**src/cpu_settings.svh**
```systemverilog
/*
  Core sizing and timing constants shared by the package and the RTL.
  CPU_RAM_LATENCY must be at least 1. CPU_MEM_WORDS must be a power of two.
*/
`ifndef CPU_SETTINGS_SVH
`define CPU_SETTINGS_SVH

`define CPU_WORD_W      32
`define CPU_REG_COUNT   32
`define CPU_MEM_WORDS   256
`define CPU_PC_INIT     32'h0000_0000
`define CPU_RAM_LATENCY 2

`endif
```
**src/cpu_types_pkg.sv**
```systemverilog
/*
  Types for the pipelined core. The encodings follow the MIPS subset.
  HALT is the all-ones opcode.
*/
`default_nettype none
`include "cpu_settings.svh"

package cpu_types_pkg;

    typedef logic [`CPU_WORD_W-1:0] word_t;
    typedef logic [$clog2(`CPU_REG_COUNT)-1:0] regbits_t;

    typedef enum logic [5:0] {
        RTYPE = 6'h00,
        J     = 6'h02,
        JAL   = 6'h03,
        BEQ   = 6'h04,
        BNE   = 6'h05,
        ADDIU = 6'h09,
        ORI   = 6'h0d,
        LUI   = 6'h0f,
        LW    = 6'h23,
        SW    = 6'h2b,
        HALT  = 6'h3f
    } opcode_t;

    typedef enum logic [5:0] {
        FN_SLLV = 6'h04,
        FN_JR   = 6'h08,
        FN_ADDU = 6'h21,
        FN_SUBU = 6'h23,
        FN_AND  = 6'h24,
        FN_OR   = 6'h25,
        FN_SLT  = 6'h2a
    } funct_t;

    typedef enum logic [2:0] {
        ALU_ADD, ALU_SUB, ALU_AND, ALU_OR, ALU_SLT, ALU_SLL, ALU_LUI
    } alu_op_t;

    typedef enum logic [1:0] {ARB_IDLE, ARB_HOST, ARB_DATA, ARB_FETCH} arb_state_t;

    // Destination register: rt, rd or the link register
    typedef enum logic [1:0] {REG_DST_RT, REG_DST_RD, REG_DST_RA} regdst_t;

    typedef struct packed {
        alu_op_t alu_op;
        logic    alu_src;
        logic    zero_ext;
        regdst_t reg_dst;
        logic    reg_wen;
        logic    mem_ren;
        logic    mem_wen;
        logic    mem_to_reg;
        logic    beq;
        logic    bne;
        logic    jump;
        logic    jal;
        logic    jr;
        logic    halt;
    } ctrl_t;

endpackage

`default_nettype wire

```
**src/mem_bus_if.sv**
```systemverilog
/*
  One memory request/response channel. The requester holds ren or wen
  with a stable addr and wdata until hit. hit lasts one cycle and rdata
  is valid with it. ren and wen are never high together.
*/
`timescale 1ns/1ns
`default_nettype none

interface mem_bus_if import cpu_types_pkg::*; ();
    logic  ren;
    logic  wen;
    word_t addr;
    word_t wdata;
    word_t rdata;
    logic  hit;

    modport requester (output ren, wen, addr, wdata, input rdata, hit);
    modport server (input ren, wen, addr, wdata, output rdata, hit);
endinterface

`default_nettype wire

```
**src/memory_arbiter.sv**
```systemverilog
/*
  Fixed priority: host, then data, then fetch. A grant is taken in idle
  and held until the RAM hit, then the arbiter returns to idle for one
  cycle. Waiting requesters must hold their requests.
*/
`timescale 1ns/1ns
`default_nettype none

module memory_arbiter import cpu_types_pkg::*; (
    input  logic         CLK,
    input  logic         reset,
    mem_bus_if.server    host,
    mem_bus_if.server    data,
    mem_bus_if.server    fetch,
    mem_bus_if.requester ram
);
    arb_state_t state;

    always_ff @(posedge CLK) begin
        if (reset) begin
            state <= ARB_IDLE;
        end else if (state == ARB_IDLE) begin
            if (host.ren || host.wen) begin
                state <= ARB_HOST;
            end else if (data.ren || data.wen) begin
                state <= ARB_DATA;
            end else if (fetch.ren || fetch.wen) begin
                state <= ARB_FETCH;
            end
        end else if (ram.hit) begin
            state <= ARB_IDLE;
        end
    end

    // Route the granted port; others see neither data nor hit
    always_comb begin
        ram.ren     = 1'b0;
        ram.wen     = 1'b0;
        ram.addr    = fetch.addr;
        ram.wdata   = fetch.wdata;
        host.rdata  = '0;
        host.hit    = 1'b0;
        data.rdata  = '0;
        data.hit    = 1'b0;
        fetch.rdata = '0;
        fetch.hit   = 1'b0;
        case (state)
            ARB_HOST: begin
                ram.ren    = host.ren;
                ram.wen    = host.wen;
                ram.addr   = host.addr;
                ram.wdata  = host.wdata;
                host.rdata = ram.rdata;
                host.hit   = ram.hit;
            end
            ARB_DATA: begin
                ram.ren    = data.ren;
                ram.wen    = data.wen;
                ram.addr   = data.addr;
                ram.wdata  = data.wdata;
                data.rdata = ram.rdata;
                data.hit   = ram.hit;
            end
            ARB_FETCH: begin
                ram.ren     = fetch.ren;
                ram.wen     = fetch.wen;
                fetch.rdata = ram.rdata;
                fetch.hit   = ram.hit;
            end
            default: ram.ren = 1'b0;
        endcase
    end

    a_one_hit : assert property (@(posedge CLK) disable iff (reset)
        $onehot0({host.hit, data.hit, fetch.hit}))
        else $error("memory_arbiter: hit routed to more than one requester");

endmodule

`default_nettype wire

```
**src/flat_wrapper.sv**
```systemverilog
// flat-port wrapper written by rule: the top's interface ports become plain ports
module memory_arbiter_flat import cpu_types_pkg::*;
  (CLK, reset, host_ren, host_wen, host_addr, host_wdata, host_rdata, host_hit, data_ren, data_wen, data_addr, data_wdata, data_rdata, data_hit, fetch_ren, fetch_wen, fetch_addr, fetch_wdata, fetch_rdata, fetch_hit, ram_ren, ram_wen, ram_addr, ram_wdata, ram_rdata, ram_hit);
  mem_bus_if host_i ();
  mem_bus_if data_i ();
  mem_bus_if fetch_i ();
  mem_bus_if ram_i ();
  input  logic CLK;
  input  logic reset;
  input wire logic [$bits(host_i.ren)-1:0] host_ren;
  input wire logic [$bits(host_i.wen)-1:0] host_wen;
  input wire logic [$bits(host_i.addr)-1:0] host_addr;
  input wire logic [$bits(host_i.wdata)-1:0] host_wdata;
  output wire logic [$bits(host_i.rdata)-1:0] host_rdata;
  output wire logic [$bits(host_i.hit)-1:0] host_hit;
  input wire logic [$bits(data_i.ren)-1:0] data_ren;
  input wire logic [$bits(data_i.wen)-1:0] data_wen;
  input wire logic [$bits(data_i.addr)-1:0] data_addr;
  input wire logic [$bits(data_i.wdata)-1:0] data_wdata;
  output wire logic [$bits(data_i.rdata)-1:0] data_rdata;
  output wire logic [$bits(data_i.hit)-1:0] data_hit;
  input wire logic [$bits(fetch_i.ren)-1:0] fetch_ren;
  input wire logic [$bits(fetch_i.wen)-1:0] fetch_wen;
  input wire logic [$bits(fetch_i.addr)-1:0] fetch_addr;
  input wire logic [$bits(fetch_i.wdata)-1:0] fetch_wdata;
  output wire logic [$bits(fetch_i.rdata)-1:0] fetch_rdata;
  output wire logic [$bits(fetch_i.hit)-1:0] fetch_hit;
  output wire logic [$bits(ram_i.ren)-1:0] ram_ren;
  output wire logic [$bits(ram_i.wen)-1:0] ram_wen;
  output wire logic [$bits(ram_i.addr)-1:0] ram_addr;
  output wire logic [$bits(ram_i.wdata)-1:0] ram_wdata;
  input wire logic [$bits(ram_i.rdata)-1:0] ram_rdata;
  input wire logic [$bits(ram_i.hit)-1:0] ram_hit;
  assign host_i.ren = host_ren;
  assign host_i.wen = host_wen;
  assign host_i.addr = host_addr;
  assign host_i.wdata = host_wdata;
  assign host_rdata = host_i.rdata;
  assign host_hit = host_i.hit;
  assign data_i.ren = data_ren;
  assign data_i.wen = data_wen;
  assign data_i.addr = data_addr;
  assign data_i.wdata = data_wdata;
  assign data_rdata = data_i.rdata;
  assign data_hit = data_i.hit;
  assign fetch_i.ren = fetch_ren;
  assign fetch_i.wen = fetch_wen;
  assign fetch_i.addr = fetch_addr;
  assign fetch_i.wdata = fetch_wdata;
  assign fetch_rdata = fetch_i.rdata;
  assign fetch_hit = fetch_i.hit;
  assign ram_ren = ram_i.ren;
  assign ram_wen = ram_i.wen;
  assign ram_addr = ram_i.addr;
  assign ram_wdata = ram_i.wdata;
  assign ram_i.rdata = ram_rdata;
  assign ram_i.hit = ram_hit;
  memory_arbiter u_core (.CLK(CLK), .reset(reset), .host(host_i), .data(data_i), .fetch(fetch_i), .ram(ram_i));
endmodule
```
**config.mk**
```make
export PLATFORM = sky130hd
export DESIGN_NAME = memory_arbiter_flat
export DESIGN_NICKNAME = d
export VERILOG_FILES = /design/src/cpu_types_pkg.sv /design/src/mem_bus_if.sv /design/src/memory_arbiter.sv /design/src/flat_wrapper.sv
export VERILOG_INCLUDE_DIRS = /design/src /design/src/src
export SDC_FILE = /design/constraint.sdc
export NUM_CORES = 1
export LEC_CHECK = 0
export BUFFER_PORTS_ARGS = -buffer_cell sky130_fd_sc_hd__buf_2
export CORE_AREA = 5 5 153 155
export CTS_CLUSTER_DIAMETER = 60
export DETAILED_ROUTE_END_ITERATION = 12
export DIE_AREA = 0 0 158 160
export PLACE_DENSITY = 0.36
export SYNTH_ARGS = -nofsm -noshare
export SYNTH_HDL_FRONTEND = slang
export SYNTH_SLANG_ARGS = --single-unit
```
**constraint.sdc**
```tcl
create_clock -name CLK -period 1.62 [get_ports CLK]
set_input_delay 0.243 -clock CLK [delete_from_list [all_inputs] [get_ports CLK]]
set_output_delay 0.243 -clock CLK [all_outputs]
set_load 0.005 [all_outputs]
```
==> PnR_summary.wiki <==
{| class="wikitable"
! Metric !! Value
|-
| Most frequently used cell type in the post-synthesis netlist || sky130_fd_sc_hd__and2_1
|-
| P_leak || 3.38 nW
|-
| Die height || 160 um
|-
| Max-Cap Viols || 0
|-
| Nets || 1045
|-
| Post-detailed-routing wire length || 19200 um
|-
| Area of the multi-input gates || 2820 um^2
|-
| Critical Path Fanout Max || 8
|-
| Post-Place Cell Area || 4720 um^2
|-
| Die outline width || 158 um
|-
| Async S/R FF share, synth || 0
|-
| Post-detailed-route wirelength per cell || 17.7 um
|-
| Total Power Consumption || 3.68 mW
|-
| Area share of the largest cell type after synthesis || 0.303
|-
| Largest buffer count on any clock path || 2
|-
| Effective utilization at floorplan || 0.0943
|-
| Full die area || 25300 um^2
|-
| Share of the cycle needed by the critical path after routing || 1.13
|-
| Portion of the post-synthesis area used by sequential elements || 0.0196
|-
| Fin Clk Skew || 0.955 ps
|-
| Max-slew violations || 0
|-
| Number of placement rows || 54
|-
| Number of buffers added on ports || 397
|-
| CTS H-tree lvls || 1
|-
| Min-Delay Path Class || input port to flop
|-
| Number of vias per cell || 4.17
|-
| Number of vias after detailed routing || 4530
|-
| End point of the worst hold path || u_core.state[0]
|-
| Final setup violation count || 143
|-
| First-pass DRT Iterations || 4
|-
| Synth unique cells || 19
|-
| Final standard cell count with taps included and fillers excluded || 1087
|-
| Worst hold path stage count || 2
|-
| Share of final-layout standard cells stronger than drive strength 1 || 0.912
|-
| Final Hold Viols || 0
|-
| Cell type with the largest total area after synthesis || sky130_fd_sc_hd__and2_1
|-
| Post-Layout Inst Area || 7270 um^2
|-
| Slack of the worst reg-to-reg path || 300 ps
|-
| Worst-case reg-to-reg path depth || 5
|-
| Number of storage elements in the synthesis netlist || 2
|-
| Number of buffers created by CTS || 3
|-
| List of most frequent post-synthesis cells || sky130_fd_sc_hd__and2_1, sky130_fd_sc_hd__nor2_1, sky130_fd_sc_hd__a21oi_1
|-
| Main flop type after synthesis || sky130_fd_sc_hd__dfxtp_1
|-
| Total power per unit cell area || 506 nW/um^2
|-
| Total nets after synthesis || 589
|-
| Tightest Pin Transition || 351 ps
|-
| Detailed placer's ending HPWL || 13400 um
|-
| Synth area leaders || sky130_fd_sc_hd__and2_1, sky130_fd_sc_hd__a22oi_1, sky130_fd_sc_hd__a21oi_1
|-
| CP Data Arrival Time || 1590 ps
|-
| Iteration-0 DRC Markers || 140
|-
| Area added between synthesis and finish || 256%
|-
| Clk Latency, worst-skew pair || 220 ps
|-
| Startpoint Class || flop
|-
| Hold_sp || reset
|-
| Post-synth EDFFs || 0
|-
| Critical Path End Type || primary output
|-
| Maximum number of pins on one net before global-route repair || 29
|-
| Mapped Cells || 352
|-
| Number of global-route vias before repair || 4524
|-
| Sink count of the clock tree || 2
|-
| Worst VDD drop || 295 uV
|-
| Setup TNS Final || -15690 ps
|-
| Violations in the final reports || setup timing
|-
| Startpoint of the worst register-to-register path || u_core.state[0]
|-
| DRC violation count after routing || 0
|-
| Hold slack || 193 ps
|-
| Area used by sequential logic in the layout || 45.0 um^2
|-
| Unrepaired setup endpoints after global routing || true
|-
| GP Congestion || 0.795
|-
| Flip-flop count of the largest register, all copies and words added || 2
|-
| Area of the core || 21700 um^2
|-
| Critical path data required time || 1380 ps
|-
| Root Buffer || sky130_fd_sc_hd__clkbuf_16
|-
| Reg-to-reg endpoint || u_core.state[1]
|-
| Post-Place Cells || 1038
|-
| Setup CP Type || flop to primary output
|-
| Average footprint of a synthesized cell || 5.81 um^2
|-
| Least setup slack across all paths after layout || -214 ps
|-
| Result of the run || complete, but fails checks
|-
| Number of fill cells in the layout || 2278
|-
| Clock-pin slew on the worst setup and hold paths || 30 ps
|-
| Global-route usage over all layers || 0.127
|-
| Detail Route Antenna Nets || 0
|-
| Clock tree from TritonCTS || done
|-
| Number of antenna violations at the first check in global routing || 0
|-
| Top flop regs || u_core.state x2
|-
| First-pass GRT wire length || 25500 um
|-
| Mapped Area || 2040 um^2
|-
| Slew headroom || 0.763
|-
| Highest attainable clock frequency || 545 MHz
|-
| Warnings from Yosys || 0
|-
| Grt total ovfl || 0
|-
| Shortest clock period the worst path allows after layout || 1830 ps
|-
| I/O pin cnt || 398
|-
| Most flop-heavy register || u_core.state
|}
-- cell type report --
type	instances	area share
multi-input combinational	309	0.389
sequential	2	0.00620
inverter	2	0.00138
tap	280	0.0482
antenna	1	0.000344
timing repair buffer	490	0.545
clock buffer	3	0.0103
-- power breakdown --
part / switching, mW / internal (mW) / total [mW]
Sequential: 0.00615 / 0.0555 / 0.0617
Combinational: 1.45 / 1.80 / 3.25
Clock: 0.0547 / 0.314 / 0.369
Total: 1.51 / 2.17 / 3.68
-- cell usage in the layout, fill, tap and decap left out --
| cell type | count |
|---|---|
| sky130_fd_sc_hd__buf_2 | 312 |
| sky130_fd_sc_hd__buf_6 | 112 |
| sky130_fd_sc_hd__and2_4 | 85 |
| sky130_fd_sc_hd__a22oi_2 | 51 |
| sky130_fd_sc_hd__a21oi_2 | 46 |
| sky130_fd_sc_hd__nor2_4 | 39 |
| sky130_fd_sc_hd__a21oi_1 | 19 |
| sky130_fd_sc_hd__buf_12 | 18 |
| sky130_fd_sc_hd__nor2_1 | 17 |
| sky130_fd_sc_hd__buf_8 | 17 |
| sky130_fd_sc_hd__buf_4 | 16 |
| sky130_fd_sc_hd__and2_1 | 14 |
| sky130_fd_sc_hd__a22oi_1 | 13 |
| sky130_fd_sc_hd__nor2_2 | 12 |
| sky130_fd_sc_hd__buf_16 | 11 |
| sky130_fd_sc_hd__clkbuf_16 | 7 |
| sky130_fd_sc_hd__ha_4 | 4 |
| sky130_fd_sc_hd__a222oi_1 | 2 |
| sky130_fd_sc_hd__diode_2 | 1 |
| sky130_fd_sc_hd__a21oi_4 | 1 |
| sky130_fd_sc_hd__inv_2 | 1 |
| sky130_fd_sc_hd__nor2b_1 | 1 |
| sky130_fd_sc_hd__nor3b_1 | 1 |
| sky130_fd_sc_hd__o21bai_1 | 1 |
| sky130_fd_sc_hd__o311ai_0 | 1 |
| sky130_fd_sc_hd__o41ai_1 | 1 |
| sky130_fd_sc_hd__o21ai_0 | 1 |
| sky130_fd_sc_hd__inv_4 | 1 |
| sky130_fd_sc_hd__dfxtp_4 | 1 |
| sky130_fd_sc_hd__dfxtp_2 | 1 |
-- per-layer routing --
layer / GRT usage / vias up / routed length (um)
li1: - / 2158 / -
met1: 0.140 / 2133 / 6930
met2: 0.249 / 221 / 10500
met3: 0.0260 / 18 / 1580
met4: 0.0206 / 0 / 212
met5: 0 / - / 0
-- stage by stage --
stage,setup slack [ps],utilization
3_3_place_gp,-41.0,0.218
5_1_grt,-283,0.335
3_5_place_dp,-49.3,0.218
4_1_cts,-201,0.277
2_1_floorplan,111,-
6_report,-214,0.335
-- critical path, stage by stage (launching register included) --
cell	delay, ps
sky130_fd_sc_hd__dfxtp_4	360
sky130_fd_sc_hd__inv_4	50
sky130_fd_sc_hd__ha_4	320
sky130_fd_sc_hd__buf_12	170
sky130_fd_sc_hd__buf_12	170
sky130_fd_sc_hd__nor2_4	50
sky130_fd_sc_hd__a21oi_2	110
sky130_fd_sc_hd__buf_2	130
-- how the worst max path moves through the flow --
| stage | from | end | cells past startpoint |
|---|---|---|---|
| 2_1_floorplan | u_core.state[0] | ram_ren | 6 |
| 3_3_place_gp | u_core.state[0] | ram_wdata[31] | 7 |
| 3_5_place_dp | u_core.state[0] | ram_addr[30] | 6 |
| 4_1_cts | u_core.state[0] | ram_addr[16] | 7 |
| 5_1_grt | u_core.state[0] | ram_wdata[2] | 7 |
| 6_report | u_core.state[0] | ram_addr[25] | 7 |
-- logic make-up after synthesis --
group           share of synthesized area
simple gates                        0.435
fa+ha+maj                          0.0245
buf+inv                             0.100
compound gates                      0.421
flops                              0.0196
-- repair_timing --
action                     4_1_cts  5_1_grt
resized for setup              168      283
buffers inserted                13       21
gates cloned                    16        4
setup endpoints to repair      154      160
hold buffers                     0        0
pin swaps                       44       45
Power figures use the tool's default switching activity.
