<file path="config.mk">
export PLATFORM = sky130hd
export DESIGN_NAME = datapath_flat
export DESIGN_NICKNAME = d
export VERILOG_FILES = /design/src/cpu_types_pkg.sv /design/src/mem_bus_if.sv /design/src/datapath.sv /design/src/alu.sv /design/src/control_unit.sv /design/src/register_file.sv /design/src/flat_wrapper.sv
export VERILOG_INCLUDE_DIRS = /design/src /design/src/src
export SDC_FILE = /design/constraint.sdc
export NUM_CORES = 2
export LEC_CHECK = 0
export BUFFER_PORTS_ARGS = -buffer_cell sky130_fd_sc_hd__buf_2
export CORE_MARGIN = 2
export CORE_UTILIZATION = 40
export CTS_BUF_LIST = sky130_fd_sc_hd__clkbuf_16
export DETAILED_ROUTE_END_ITERATION = 7
export GPL_TIMING_DRIVEN = 0
export PLACE_DENSITY = 0.59
export SLEW_MARGIN = 25
export SYNTH_ARGS = -nofsm -noshare
export SYNTH_HDL_FRONTEND = slang
export SYNTH_HIERARCHICAL = 1
export SYNTH_SLANG_ARGS = --single-unit
</file>
<file path="constraint.sdc">
create_clock -name CLK -period 6.2 [get_ports CLK]
set_input_delay 0.62 -clock CLK [delete_from_list [all_inputs] [get_ports CLK]]
set_output_delay 0.62 -clock CLK [all_outputs]
set_load 0.05 [all_outputs]
</file>
<file path="src/cpu_settings.svh">
/*
  Core sizing and timing constants shared by the package and the RTL.
  CPU_RAM_LATENCY must be at least 1. CPU_MEM_WORDS must be a power of two.
*/
`ifndef CPU_SETTINGS_SVH
`define CPU_SETTINGS_SVH

`define CPU_WORD_W      32
`define CPU_REG_COUNT   32
`define CPU_MEM_WORDS   256
`define CPU_PC_INIT     32'h0000_0000
`define CPU_RAM_LATENCY 2

`endif
</file>
<file path="src/cpu_types_pkg.sv">
/*
  Types for the pipelined core. The encodings follow the MIPS subset.
  HALT is the all-ones opcode.
*/
`default_nettype none
`include "cpu_settings.svh"

package cpu_types_pkg;

    typedef logic [`CPU_WORD_W-1:0] word_t;
    typedef logic [$clog2(`CPU_REG_COUNT)-1:0] regbits_t;

    typedef enum logic [5:0] {
        RTYPE = 6'h00,
        J     = 6'h02,
        JAL   = 6'h03,
        BEQ   = 6'h04,
        BNE   = 6'h05,
        ADDIU = 6'h09,
        ORI   = 6'h0d,
        LUI   = 6'h0f,
        LW    = 6'h23,
        SW    = 6'h2b,
        HALT  = 6'h3f
    } opcode_t;

    typedef enum logic [5:0] {
        FN_SLLV = 6'h04,
        FN_JR   = 6'h08,
        FN_ADDU = 6'h21,
        FN_SUBU = 6'h23,
        FN_AND  = 6'h24,
        FN_OR   = 6'h25,
        FN_SLT  = 6'h2a
    } funct_t;

    typedef enum logic [2:0] {
        ALU_ADD, ALU_SUB, ALU_AND, ALU_OR, ALU_SLT, ALU_SLL, ALU_LUI
    } alu_op_t;

    typedef enum logic [1:0] {ARB_IDLE, ARB_HOST, ARB_DATA, ARB_FETCH} arb_state_t;

    // Destination register: rt, rd or the link register
    typedef enum logic [1:0] {REG_DST_RT, REG_DST_RD, REG_DST_RA} regdst_t;

    typedef struct packed {
        alu_op_t alu_op;
        logic    alu_src;
        logic    zero_ext;
        regdst_t reg_dst;
        logic    reg_wen;
        logic    mem_ren;
        logic    mem_wen;
        logic    mem_to_reg;
        logic    beq;
        logic    bne;
        logic    jump;
        logic    jal;
        logic    jr;
        logic    halt;
    } ctrl_t;

endpackage

`default_nettype wire

</file>
<file path="src/mem_bus_if.sv">
/*
  One memory request/response channel. The requester holds ren or wen
  with a stable addr and wdata until hit. hit lasts one cycle and rdata
  is valid with it. ren and wen are never high together.
*/
`timescale 1ns/1ns
`default_nettype none

interface mem_bus_if import cpu_types_pkg::*; ();
    logic  ren;
    logic  wen;
    word_t addr;
    word_t wdata;
    word_t rdata;
    logic  hit;

    modport requester (output ren, wen, addr, wdata, input rdata, hit);
    modport server (input ren, wen, addr, wdata, output rdata, hit);
endinterface

`default_nettype wire

</file>
<file path="src/datapath.sv">
/*
  Five-stage pipeline without forwarding. Decode stalls while EX or MEM
  holds a writer of one of its source registers; WB reaches decode through
  the register file write-through. Branches resolve in decode with no
  delay slot. run must stay high once raised. Fetch stops when HALT leaves
  decode and halt stays high until reset.
*/
`timescale 1ns/1ns
`default_nettype none
`include "cpu_settings.svh"

module datapath import cpu_types_pkg::*; (
    input  logic         CLK,
    input  logic         reset,
    input  logic         run,
    mem_bus_if.requester imem,
    mem_bus_if.requester dmem,
    output logic         halt
);
    typedef struct packed {
        word_t instr;
        word_t pc4;
    } if_id_t;

    typedef struct packed {
        ctrl_t    ctrl;
        word_t    rdat1;
        word_t    rdat2;
        word_t    imm;
        regbits_t wsel;
        word_t    pc4;
    } id_ex_t;

    typedef struct packed {
        ctrl_t    ctrl;
        word_t    alu_out;
        word_t    store;
        regbits_t wsel;
        word_t    pc4;
    } ex_mem_t;

    typedef struct packed {
        ctrl_t    ctrl;
        word_t    alu_out;
        word_t    load;
        regbits_t wsel;
        word_t    pc4;
    } mem_wb_t;

    if_id_t   if_id;
    id_ex_t   id_ex;
    ex_mem_t  ex_mem;
    mem_wb_t  mem_wb;
    word_t    pc, pc4, fetched, if_buf, mem_buf;
    logic     fetch_req, fetch_stop, if_done, mem_done;
    logic     if_ok, mem_ok, advance, take_fetch, stall, taken;
    logic     rs_busy, rt_busy;
    regbits_t rs, rt, rd, id_wsel;
    ctrl_t    id_ctrl;
    word_t    rdat1, rdat2, id_imm, target;
    word_t    alu_b, alu_out, wb_data;

    // Fetch; a completed word waits in if_buf while the pipe holds
    assign fetch_req   = run && !fetch_stop;
    assign imem.ren    = fetch_req && !if_done;
    assign imem.wen    = 1'b0;
    assign imem.addr   = pc;
    assign imem.wdata  = '0;
    assign pc4         = pc + 32'd4;
    assign fetched     = if_done ? if_buf : imem.rdata;

    // Pipe moves as one when fetch and data access are both satisfied
    assign if_ok      = stall || !fetch_req || if_done || imem.hit;
    assign mem_ok     = !(ex_mem.ctrl.mem_ren || ex_mem.ctrl.mem_wen) || mem_done || dmem.hit;
    assign advance    = if_ok && mem_ok;
    assign take_fetch = advance && !stall && fetch_req;

    // Decode
    assign rs = if_id.instr[25:21];
    assign rt = if_id.instr[20:16];
    assign rd = if_id.instr[15:11];

    control_unit control_unit_inst (
        .opcode(opcode_t'(if_id.instr[31:26])),
        .funct (funct_t'(if_id.instr[5:0])),
        .ctrl  (id_ctrl)
    );

    register_file register_file_inst (
        .CLK  (CLK),
        .reset(reset),
        .wen  (mem_wb.ctrl.reg_wen),
        .wsel (mem_wb.wsel),
        .wdat (wb_data),
        .rsel1(rs),
        .rsel2(rt),
        .rdat1(rdat1),
        .rdat2(rdat2)
    );

    assign id_imm = id_ctrl.zero_ext ? {16'b0, if_id.instr[15:0]}
                                     : {{16{if_id.instr[15]}}, if_id.instr[15:0]};

    always_comb begin
        case (id_ctrl.reg_dst)
            REG_DST_RD: id_wsel = rd;
            REG_DST_RA: id_wsel = 5'd31;
            default:    id_wsel = rt;
        endcase
    end

    assign taken = (id_ctrl.beq && rdat1 == rdat2) || (id_ctrl.bne && rdat1 != rdat2)
                 || id_ctrl.jump || id_ctrl.jr;
    assign target = id_ctrl.jr   ? rdat1 :
                    id_ctrl.jump ? {if_id.pc4[31:28], if_id.instr[25:0], 2'b00} :
                                   if_id.pc4 + (id_imm << 2);

    // Producers still in EX or MEM block decode
    assign rs_busy = (id_ex.ctrl.reg_wen && id_ex.wsel == rs)
                  || (ex_mem.ctrl.reg_wen && ex_mem.wsel == rs);
    assign rt_busy = (id_ex.ctrl.reg_wen && id_ex.wsel == rt)
                  || (ex_mem.ctrl.reg_wen && ex_mem.wsel == rt);
    assign stall   = (rs != '0 && rs_busy) || (rt != '0 && rt_busy);

    // Execute
    assign alu_b = id_ex.ctrl.alu_src ? id_ex.imm : id_ex.rdat2;

    alu alu_inst (
        .op    (id_ex.ctrl.alu_op),
        .port_a(id_ex.rdat1),
        .port_b(alu_b),
        .result(alu_out)
    );

    // Memory; request drops once hit until the pipe moves on
    assign dmem.ren   = ex_mem.ctrl.mem_ren && !mem_done;
    assign dmem.wen   = ex_mem.ctrl.mem_wen && !mem_done;
    assign dmem.addr  = ex_mem.alu_out;
    assign dmem.wdata = ex_mem.store;

    // Write-back
    assign wb_data = mem_wb.ctrl.jal        ? mem_wb.pc4 :
                     mem_wb.ctrl.mem_to_reg ? mem_wb.load : mem_wb.alu_out;

    always_ff @(posedge CLK) begin
        if (reset) begin
            pc         <= `CPU_PC_INIT;
            fetch_stop <= 1'b0;
            if_done    <= 1'b0;
            mem_done   <= 1'b0;
            halt       <= 1'b0;
        end else begin
            if (take_fetch) begin
                pc      <= taken ? target : pc4;
                if_done <= 1'b0;
                if (id_ctrl.halt) begin
                    fetch_stop <= 1'b1;
                end
            end else if (imem.hit) begin
                if_done <= 1'b1;
            end
            if (advance) begin
                mem_done <= 1'b0;
            end else if (dmem.hit) begin
                mem_done <= 1'b1;
            end
            if (mem_wb.ctrl.halt) begin
                halt <= 1'b1;
            end
        end
    end

    always_ff @(posedge CLK) begin
        if (imem.hit) begin
            if_buf <= imem.rdata;
        end
        if (dmem.hit) begin
            mem_buf <= dmem.rdata;
        end
    end

    // Pipeline registers; reset and flushes load all-zero bubbles
    always_ff @(posedge CLK) begin
        if (reset) begin
            if_id  <= '0;
            id_ex  <= '0;
            ex_mem <= '0;
            mem_wb <= '0;
        end else if (advance) begin
            if (stall) begin
                id_ex <= '0;
            end else begin
                if_id <= (take_fetch && !taken && !id_ctrl.halt) ? '{fetched, pc4} : '0;
                id_ex <= '{ctrl: id_ctrl, rdat1: rdat1, rdat2: rdat2, imm: id_imm,
                           wsel: id_wsel, pc4: if_id.pc4};
            end
            ex_mem <= '{ctrl: id_ex.ctrl, alu_out: alu_out, store: id_ex.rdat2,
                        wsel: id_ex.wsel, pc4: id_ex.pc4};
            mem_wb <= '{ctrl: ex_mem.ctrl, alu_out: ex_mem.alu_out,
                        load: mem_done ? mem_buf : dmem.rdata,
                        wsel: ex_mem.wsel, pc4: ex_mem.pc4};
        end
    end

    a_no_rw : assert property (@(posedge CLK) disable iff (reset)
        !(imem.ren && imem.wen) && !(dmem.ren && dmem.wen))
        else $error("datapath: read and write requested together");

    a_pc_aligned : assert property (@(posedge CLK) disable iff (reset) pc[1:0] == 2'b00)
        else $error("datapath: PC %h not word aligned", pc);

endmodule

`default_nettype wire

</file>
<file path="src/alu.sv">
/*
  Combinational ALU. slt compares signed. sll shifts port_b by the low
  five bits of port_a, as SLLV takes rs as the shift amount.
*/
`timescale 1ns/1ns
`default_nettype none

module alu import cpu_types_pkg::*; (
    input  alu_op_t op,
    input  word_t   port_a,
    input  word_t   port_b,
    output word_t   result
);
    always_comb begin
        case (op)
            ALU_ADD: result = port_a + port_b;
            ALU_SUB: result = port_a - port_b;
            ALU_AND: result = port_a & port_b;
            ALU_OR:  result = port_a | port_b;
            ALU_SLT: result = word_t'($signed(port_a) < $signed(port_b));
            ALU_SLL: result = port_b << port_a[4:0];
            // Immediate lands in the upper half
            ALU_LUI: result = port_b << 16;
            default: result = '0;
        endcase
    end

endmodule

`default_nettype wire

</file>
<file path="src/control_unit.sv">
/*
  Maps opcode and funct to the decoded control fields.
  Encodings outside the subset decode as a no-op with every enable low.
*/
`timescale 1ns/1ns
`default_nettype none

module control_unit import cpu_types_pkg::*; (
    input  opcode_t opcode,
    input  funct_t  funct,
    output ctrl_t   ctrl
);
    always_comb begin
        ctrl = '0;
        case (opcode)
            RTYPE: begin
                ctrl.reg_dst = REG_DST_RD;
                ctrl.reg_wen = 1'b1;
                case (funct)
                    FN_ADDU: ctrl.alu_op = ALU_ADD;
                    FN_SUBU: ctrl.alu_op = ALU_SUB;
                    FN_AND:  ctrl.alu_op = ALU_AND;
                    FN_OR:   ctrl.alu_op = ALU_OR;
                    FN_SLT:  ctrl.alu_op = ALU_SLT;
                    FN_SLLV: ctrl.alu_op = ALU_SLL;
                    FN_JR: begin
                        ctrl.reg_wen = 1'b0;
                        ctrl.jr      = 1'b1;
                    end
                    default: ctrl.reg_wen = 1'b0;
                endcase
            end
            ADDIU, ORI, LUI, LW: begin
                ctrl.alu_src  = 1'b1;
                ctrl.reg_wen  = 1'b1;
                ctrl.zero_ext = (opcode == ORI);
                ctrl.alu_op   = (opcode == ORI) ? ALU_OR : (opcode == LUI) ? ALU_LUI : ALU_ADD;
                ctrl.mem_ren    = (opcode == LW);
                ctrl.mem_to_reg = (opcode == LW);
            end
            SW: begin
                ctrl.alu_src = 1'b1;
                ctrl.mem_wen = 1'b1;
            end
            BEQ:  ctrl.beq = 1'b1;
            BNE:  ctrl.bne = 1'b1;
            J:    ctrl.jump = 1'b1;
            JAL: begin
                ctrl.jump    = 1'b1;
                ctrl.jal     = 1'b1;
                ctrl.reg_wen = 1'b1;
                ctrl.reg_dst = REG_DST_RA;
            end
            HALT: ctrl.halt = 1'b1;
            default: ctrl = '0;
        endcase
    end

endmodule

`default_nettype wire

</file>
<file path="src/register_file.sv">
/*
  Two read ports and one write port. Register zero always reads zero.
  A read of the register being written returns the write data.
*/
`timescale 1ns/1ns
`default_nettype none
`include "cpu_settings.svh"

module register_file import cpu_types_pkg::*; (
    input  logic     CLK,
    input  logic     reset,
    input  logic     wen,
    input  regbits_t wsel,
    input  word_t    wdat,
    input  regbits_t rsel1,
    input  regbits_t rsel2,
    output word_t    rdat1,
    output word_t    rdat2
);
    word_t regs [`CPU_REG_COUNT];
    logic  write_ok;

    assign write_ok = wen && (wsel != '0);

    always_ff @(posedge CLK) begin
        if (reset) begin
            regs <= '{default: '0};
        end else if (write_ok) begin
            regs[wsel] <= wdat;
        end
    end

    // Write-through so WB results reach decode in the same cycle
    assign rdat1 = (write_ok && wsel == rsel1) ? wdat : regs[rsel1];
    assign rdat2 = (write_ok && wsel == rsel2) ? wdat : regs[rsel2];

    a_zero_reg : assert property (@(posedge CLK) disable iff (reset) regs[0] == '0)
        else $error("register_file: register zero holds %h", regs[0]);

endmodule

`default_nettype wire

</file>
<file path="src/flat_wrapper.sv">
// flat-port wrapper written by rule: the top's interface ports become plain ports
module datapath_flat import cpu_types_pkg::*;
  (CLK, reset, run, halt, imem_ren, imem_wen, imem_addr, imem_wdata, imem_rdata, imem_hit, dmem_ren, dmem_wen, dmem_addr, dmem_wdata, dmem_rdata, dmem_hit);
  mem_bus_if imem_i ();
  mem_bus_if dmem_i ();
  input  logic CLK;
  input  logic reset;
  input  logic run;
  output logic halt;
  output wire logic [$bits(imem_i.ren)-1:0] imem_ren;
  output wire logic [$bits(imem_i.wen)-1:0] imem_wen;
  output wire logic [$bits(imem_i.addr)-1:0] imem_addr;
  output wire logic [$bits(imem_i.wdata)-1:0] imem_wdata;
  input wire logic [$bits(imem_i.rdata)-1:0] imem_rdata;
  input wire logic [$bits(imem_i.hit)-1:0] imem_hit;
  output wire logic [$bits(dmem_i.ren)-1:0] dmem_ren;
  output wire logic [$bits(dmem_i.wen)-1:0] dmem_wen;
  output wire logic [$bits(dmem_i.addr)-1:0] dmem_addr;
  output wire logic [$bits(dmem_i.wdata)-1:0] dmem_wdata;
  input wire logic [$bits(dmem_i.rdata)-1:0] dmem_rdata;
  input wire logic [$bits(dmem_i.hit)-1:0] dmem_hit;
  assign imem_ren = imem_i.ren;
  assign imem_wen = imem_i.wen;
  assign imem_addr = imem_i.addr;
  assign imem_wdata = imem_i.wdata;
  assign imem_i.rdata = imem_rdata;
  assign imem_i.hit = imem_hit;
  assign dmem_ren = dmem_i.ren;
  assign dmem_wen = dmem_i.wen;
  assign dmem_addr = dmem_i.addr;
  assign dmem_wdata = dmem_i.wdata;
  assign dmem_i.rdata = dmem_rdata;
  assign dmem_i.hit = dmem_hit;
  datapath u_core (.CLK(CLK), .reset(reset), .run(run), .imem(imem_i), .dmem(dmem_i), .halt(halt));
endmodule
</file>
==> reports/summary.txt <==
PwrDens - 265 nW/um^2
met2 usage - 60.8%
part of the power in combinational logic - 16.4%
worst slew pin tran - 1.54 ns
FP Rows - 165
NumNets Final - 10200
Via density - 6.31
drt wl/cell - 34.2 um
maximum clock path buffer count - 3
asr flop ratio synth - 0%
Final HPWL DP - 338000 um
overall routing resource usage - 41.4%
die width - 455 um
distinct cell type count after synthesis - 109
IO Pins - 202
Arrival @ worst endpoint - 7.30 ns
vias in the first global route - 74200
Initial DRC Count - 12500
outcome - finished, violations left
final setup fails - 84
overall power - 24.5 mW
clk_skew - 0.0603 ns
Port Buffer Count - 167
failing checks - DRC, capacitance limit, slew limit, setup timing
cell taking the most area after synthesis - dfxtp_1
maximum clock frequency - 153 MHz
leakage power - 30.8 nW
final hold slack - 0.124 ns
Final Wtd Congestion - 1.16
antenna violations before repair - 82
Net Sw Power - 7.73 mW
synthesis warning total - 6
largest cells by area after synthesis - dfxtp_1 (36%), mux4_2 (14%), nand2_1 (13%)
Cells after DPL - 12500
Worst-path clk slew - 0.06 ns
Clock Latency Late Sink - 0.89 ns
CTS HTree Levels - 4
DRT Pass-1 Iters - 8
max-slew violations - 3
Die ar. - 207000 sq um
GRT met3 Usage - 13.9%
clock group share of total power - 41.8%
most common cell after layout, fill and taps aside - nand2_1
CTS tree - yes
Hold Crit Class - in -> reg
grt peak-use layer - met2
Post-synth EDFFs - 64
Die Y - 455 um
share of layout cells above drive strength 1 - 14.2%
via count - 81300
sequential power share - 41.9%
Max-Cap Viols - 1
remaining global-route overflow - 0
first-pass GRT wire length - 597000 um
most frequent cells in the layout - nand2_1 (2761), a21oi_1 (1512), dfxtp_1 (1462)
Int Power - 16.7 mW
Placement Setup Slack - -0.767 ns
Worst setup EP type - flip-flop
final cell count without fillers - 12900
sequential-to-total area share from yosys stat - 38.4%
Syn Std Cell Area - 81400 sq um
CP Data Required Time - 6.96 ns
antenna-violating nets left - 0
Synth Instances - 9596
Setup CP Type - reg -> reg
Num CTS Buffers - 173
Avg Cell Area, Syn - 8.48 sq um
Post-Route WL - 441000 um
startpoint type of the worst setup path - flip-flop
met1 Use GR - 48.8%
slew margin rel. - -2.90%
Core ar. - 202000 sq um
Tmin final - 6.54 ns
post-layout util - 45.7%
DRC violations left - 46
worst setup margin - -0.339 ns
Max rail drop VDD - 0.331 mV
final hold violations - 0
ys flop type - dfxtp_1
Area Growth Syn to Fin - 13.5%
switching share of total power - 31.6%
worst-path fanout max - 10
FF+latch count, synth - 1528
Initial Util - 40.3%
pin count of the biggest net entering global routing - 35
# clock sinks - 1528
top cell type's share of synthesized area - 36.0%
Root Driver - clkbuf_16
fin crit share - 105%
[logic make-up (layout without fill, tap and decap cells)]
| group | Yosys count | after routing | synth area share, % |
|---|---|---|---|
| mux | 684 | 684 | 16.5 |
| simple gates | 3617 | 3617 | 18.2 |
| compound gates | 2364 | 2364 | 16.3 |
| buf+inv | 1133 | 1662 | 7.01 |
| other cells | 1 | 86 | 0.00461 |
| xor+xnor | 134 | 134 | 1.44 |
| flops | 1528 | 1528 | 38.4 |
| fa+ha+maj | 135 | 135 | 2.10 |
[worst max-delay path: stages (launching register included)]
cell      delay (ns)
dfxtp_2         0.46
buf_4           0.28
buf_2           0.41
buf_4           0.40
mux4_2          0.42
o22ai_1         1.19
or4_1           0.35
o21ai_4         0.18
xnor2_1         0.22
nand4_1         0.16
nor4_4          0.52
nand3_1         0.22
and3_1          0.21
clkbuf_1        0.22
buf_2           0.28
nor3_1          0.44
o21ai_0         0.20
a21oi_1         0.19
[area by class of cell]
type,instances,area [sq um]
inverters,127,477
multi-input cells,6967,44900
flip-flops and latches,1528,31200
well taps,2672,3340
diodes,53,133
fillers,19900,110000
plain buffers,988,5230
clock inverters,138,1100
repair buffers,233,1490
clock buffers,176,4400
[metrics by stage]
| stage | TNS [ns] | instance area (sq um) |
|---|---|---|
| 2_1_floorplan | 0 | 81500 |
| 4_1_cts | 0 | 92100 |
| 3_3_place_gp | -92.80 | 85700 |
| 3_5_place_dp | -52.11 | 85700 |
| 6_report | -8.94 | 92300 |
| 5_1_grt | -3.24 | 92300 |
[cell usage after synthesis (23+ instances only)]
master and instances:
edfxtp_1 64, nand3_1 173, a31oi_1 23, xor2_1 35, a22oi_1 36, xnor2_1 99, o211ai_1 26, dfxtp_1 1464
a211oi_1 60, clkbuf_1 613, nand2_1 2761, buf_4 162, o21ai_1 69, ha_1 132, nor2b_1 47, nor2_1 341
nor3_1 43, or4_1 70, a21oi_1 1512, and3_1 25, buf_12 24, buf_1 25, mux4_2 498, inv_1 123
mux2i_1 139, nand4_1 26, buf_6 29, o22ai_1 270, o21ai_0 166, buf_2 141, a21o_1 36, mux2_2 25
[metal layers]
layer / share of wire, % / wire (um) / vias up
met3: 12 / 52600 / 1667
met2: 42 / 185000 / 5936
met4: 10 / 45600 / 46
met5: 0.085 / 374 / -
li1: - / - / 34400
met1: 36 / 158000 / 39300
[power groups by stage]
| stage | Clock (mW) | Combinational [mW] | Sequential (mW) |
|---|---|---|---|
| global route | 10.7 | 4.03 | 10.2 |
| finish | 10.2 | 4.01 | 10.2 |
| global placement | 0 | 3.68 | 10.4 |
| CTS | 10.3 | 3.76 | 10.2 |
| floorplan | 0 | 2.09 | 10.4 |
| detailed placement | 0 | 3.69 | 10.5 |
[registers in the layout (all words and copies together), names as in the netlist]
| signal | flops |
|---|---|
| u_core/dmem.addr | 32 |
| u_core/dmem.wdata | 32 |
| u_core/ex_mem | 43 |
| u_core/fetch_stop | 1 |
| u_core/halt | 1 |
| u_core/id_ex | 128 |
| u_core/if_buf | 32 |
| u_core/if_done | 1 |
| u_core/if_id | 64 |
| u_core/imem.addr | 32 |
| u_core/mem_buf | 32 |
| u_core/mem_done | 1 |
| u_core/mem_wb | 105 |
| u_core/register_file_inst/regs | 1024 |
[worst paths after layout]
path	startpoint	to	slack, ns	cells after the start
setup / recovery	u_core/if_id[54]	u_core/imem.addr[7]	-0.34	17
hold / removal	dmem_rdata[26]	u_core/mem_buf[26]	0.12	1
setup reg to reg	u_core/if_id[54]	u_core/imem.addr[7]	-0.34	17
hold reg to reg	u_core/dmem.wdata[23]	u_core/dmem.wdata[23]	0.46	2
[what timing repair did]
action / 4_1_cts / 5_1_grt
pin swaps: 0 / 1
endpoints found under the hold margin: 59 / 0
buffers inserted: 0 / 2
hold buffers: 59 / 0
resized for setup: 56 / 50
endpoints found under the setup margin: 96 / 89
(Power assumes the default switching activity.)
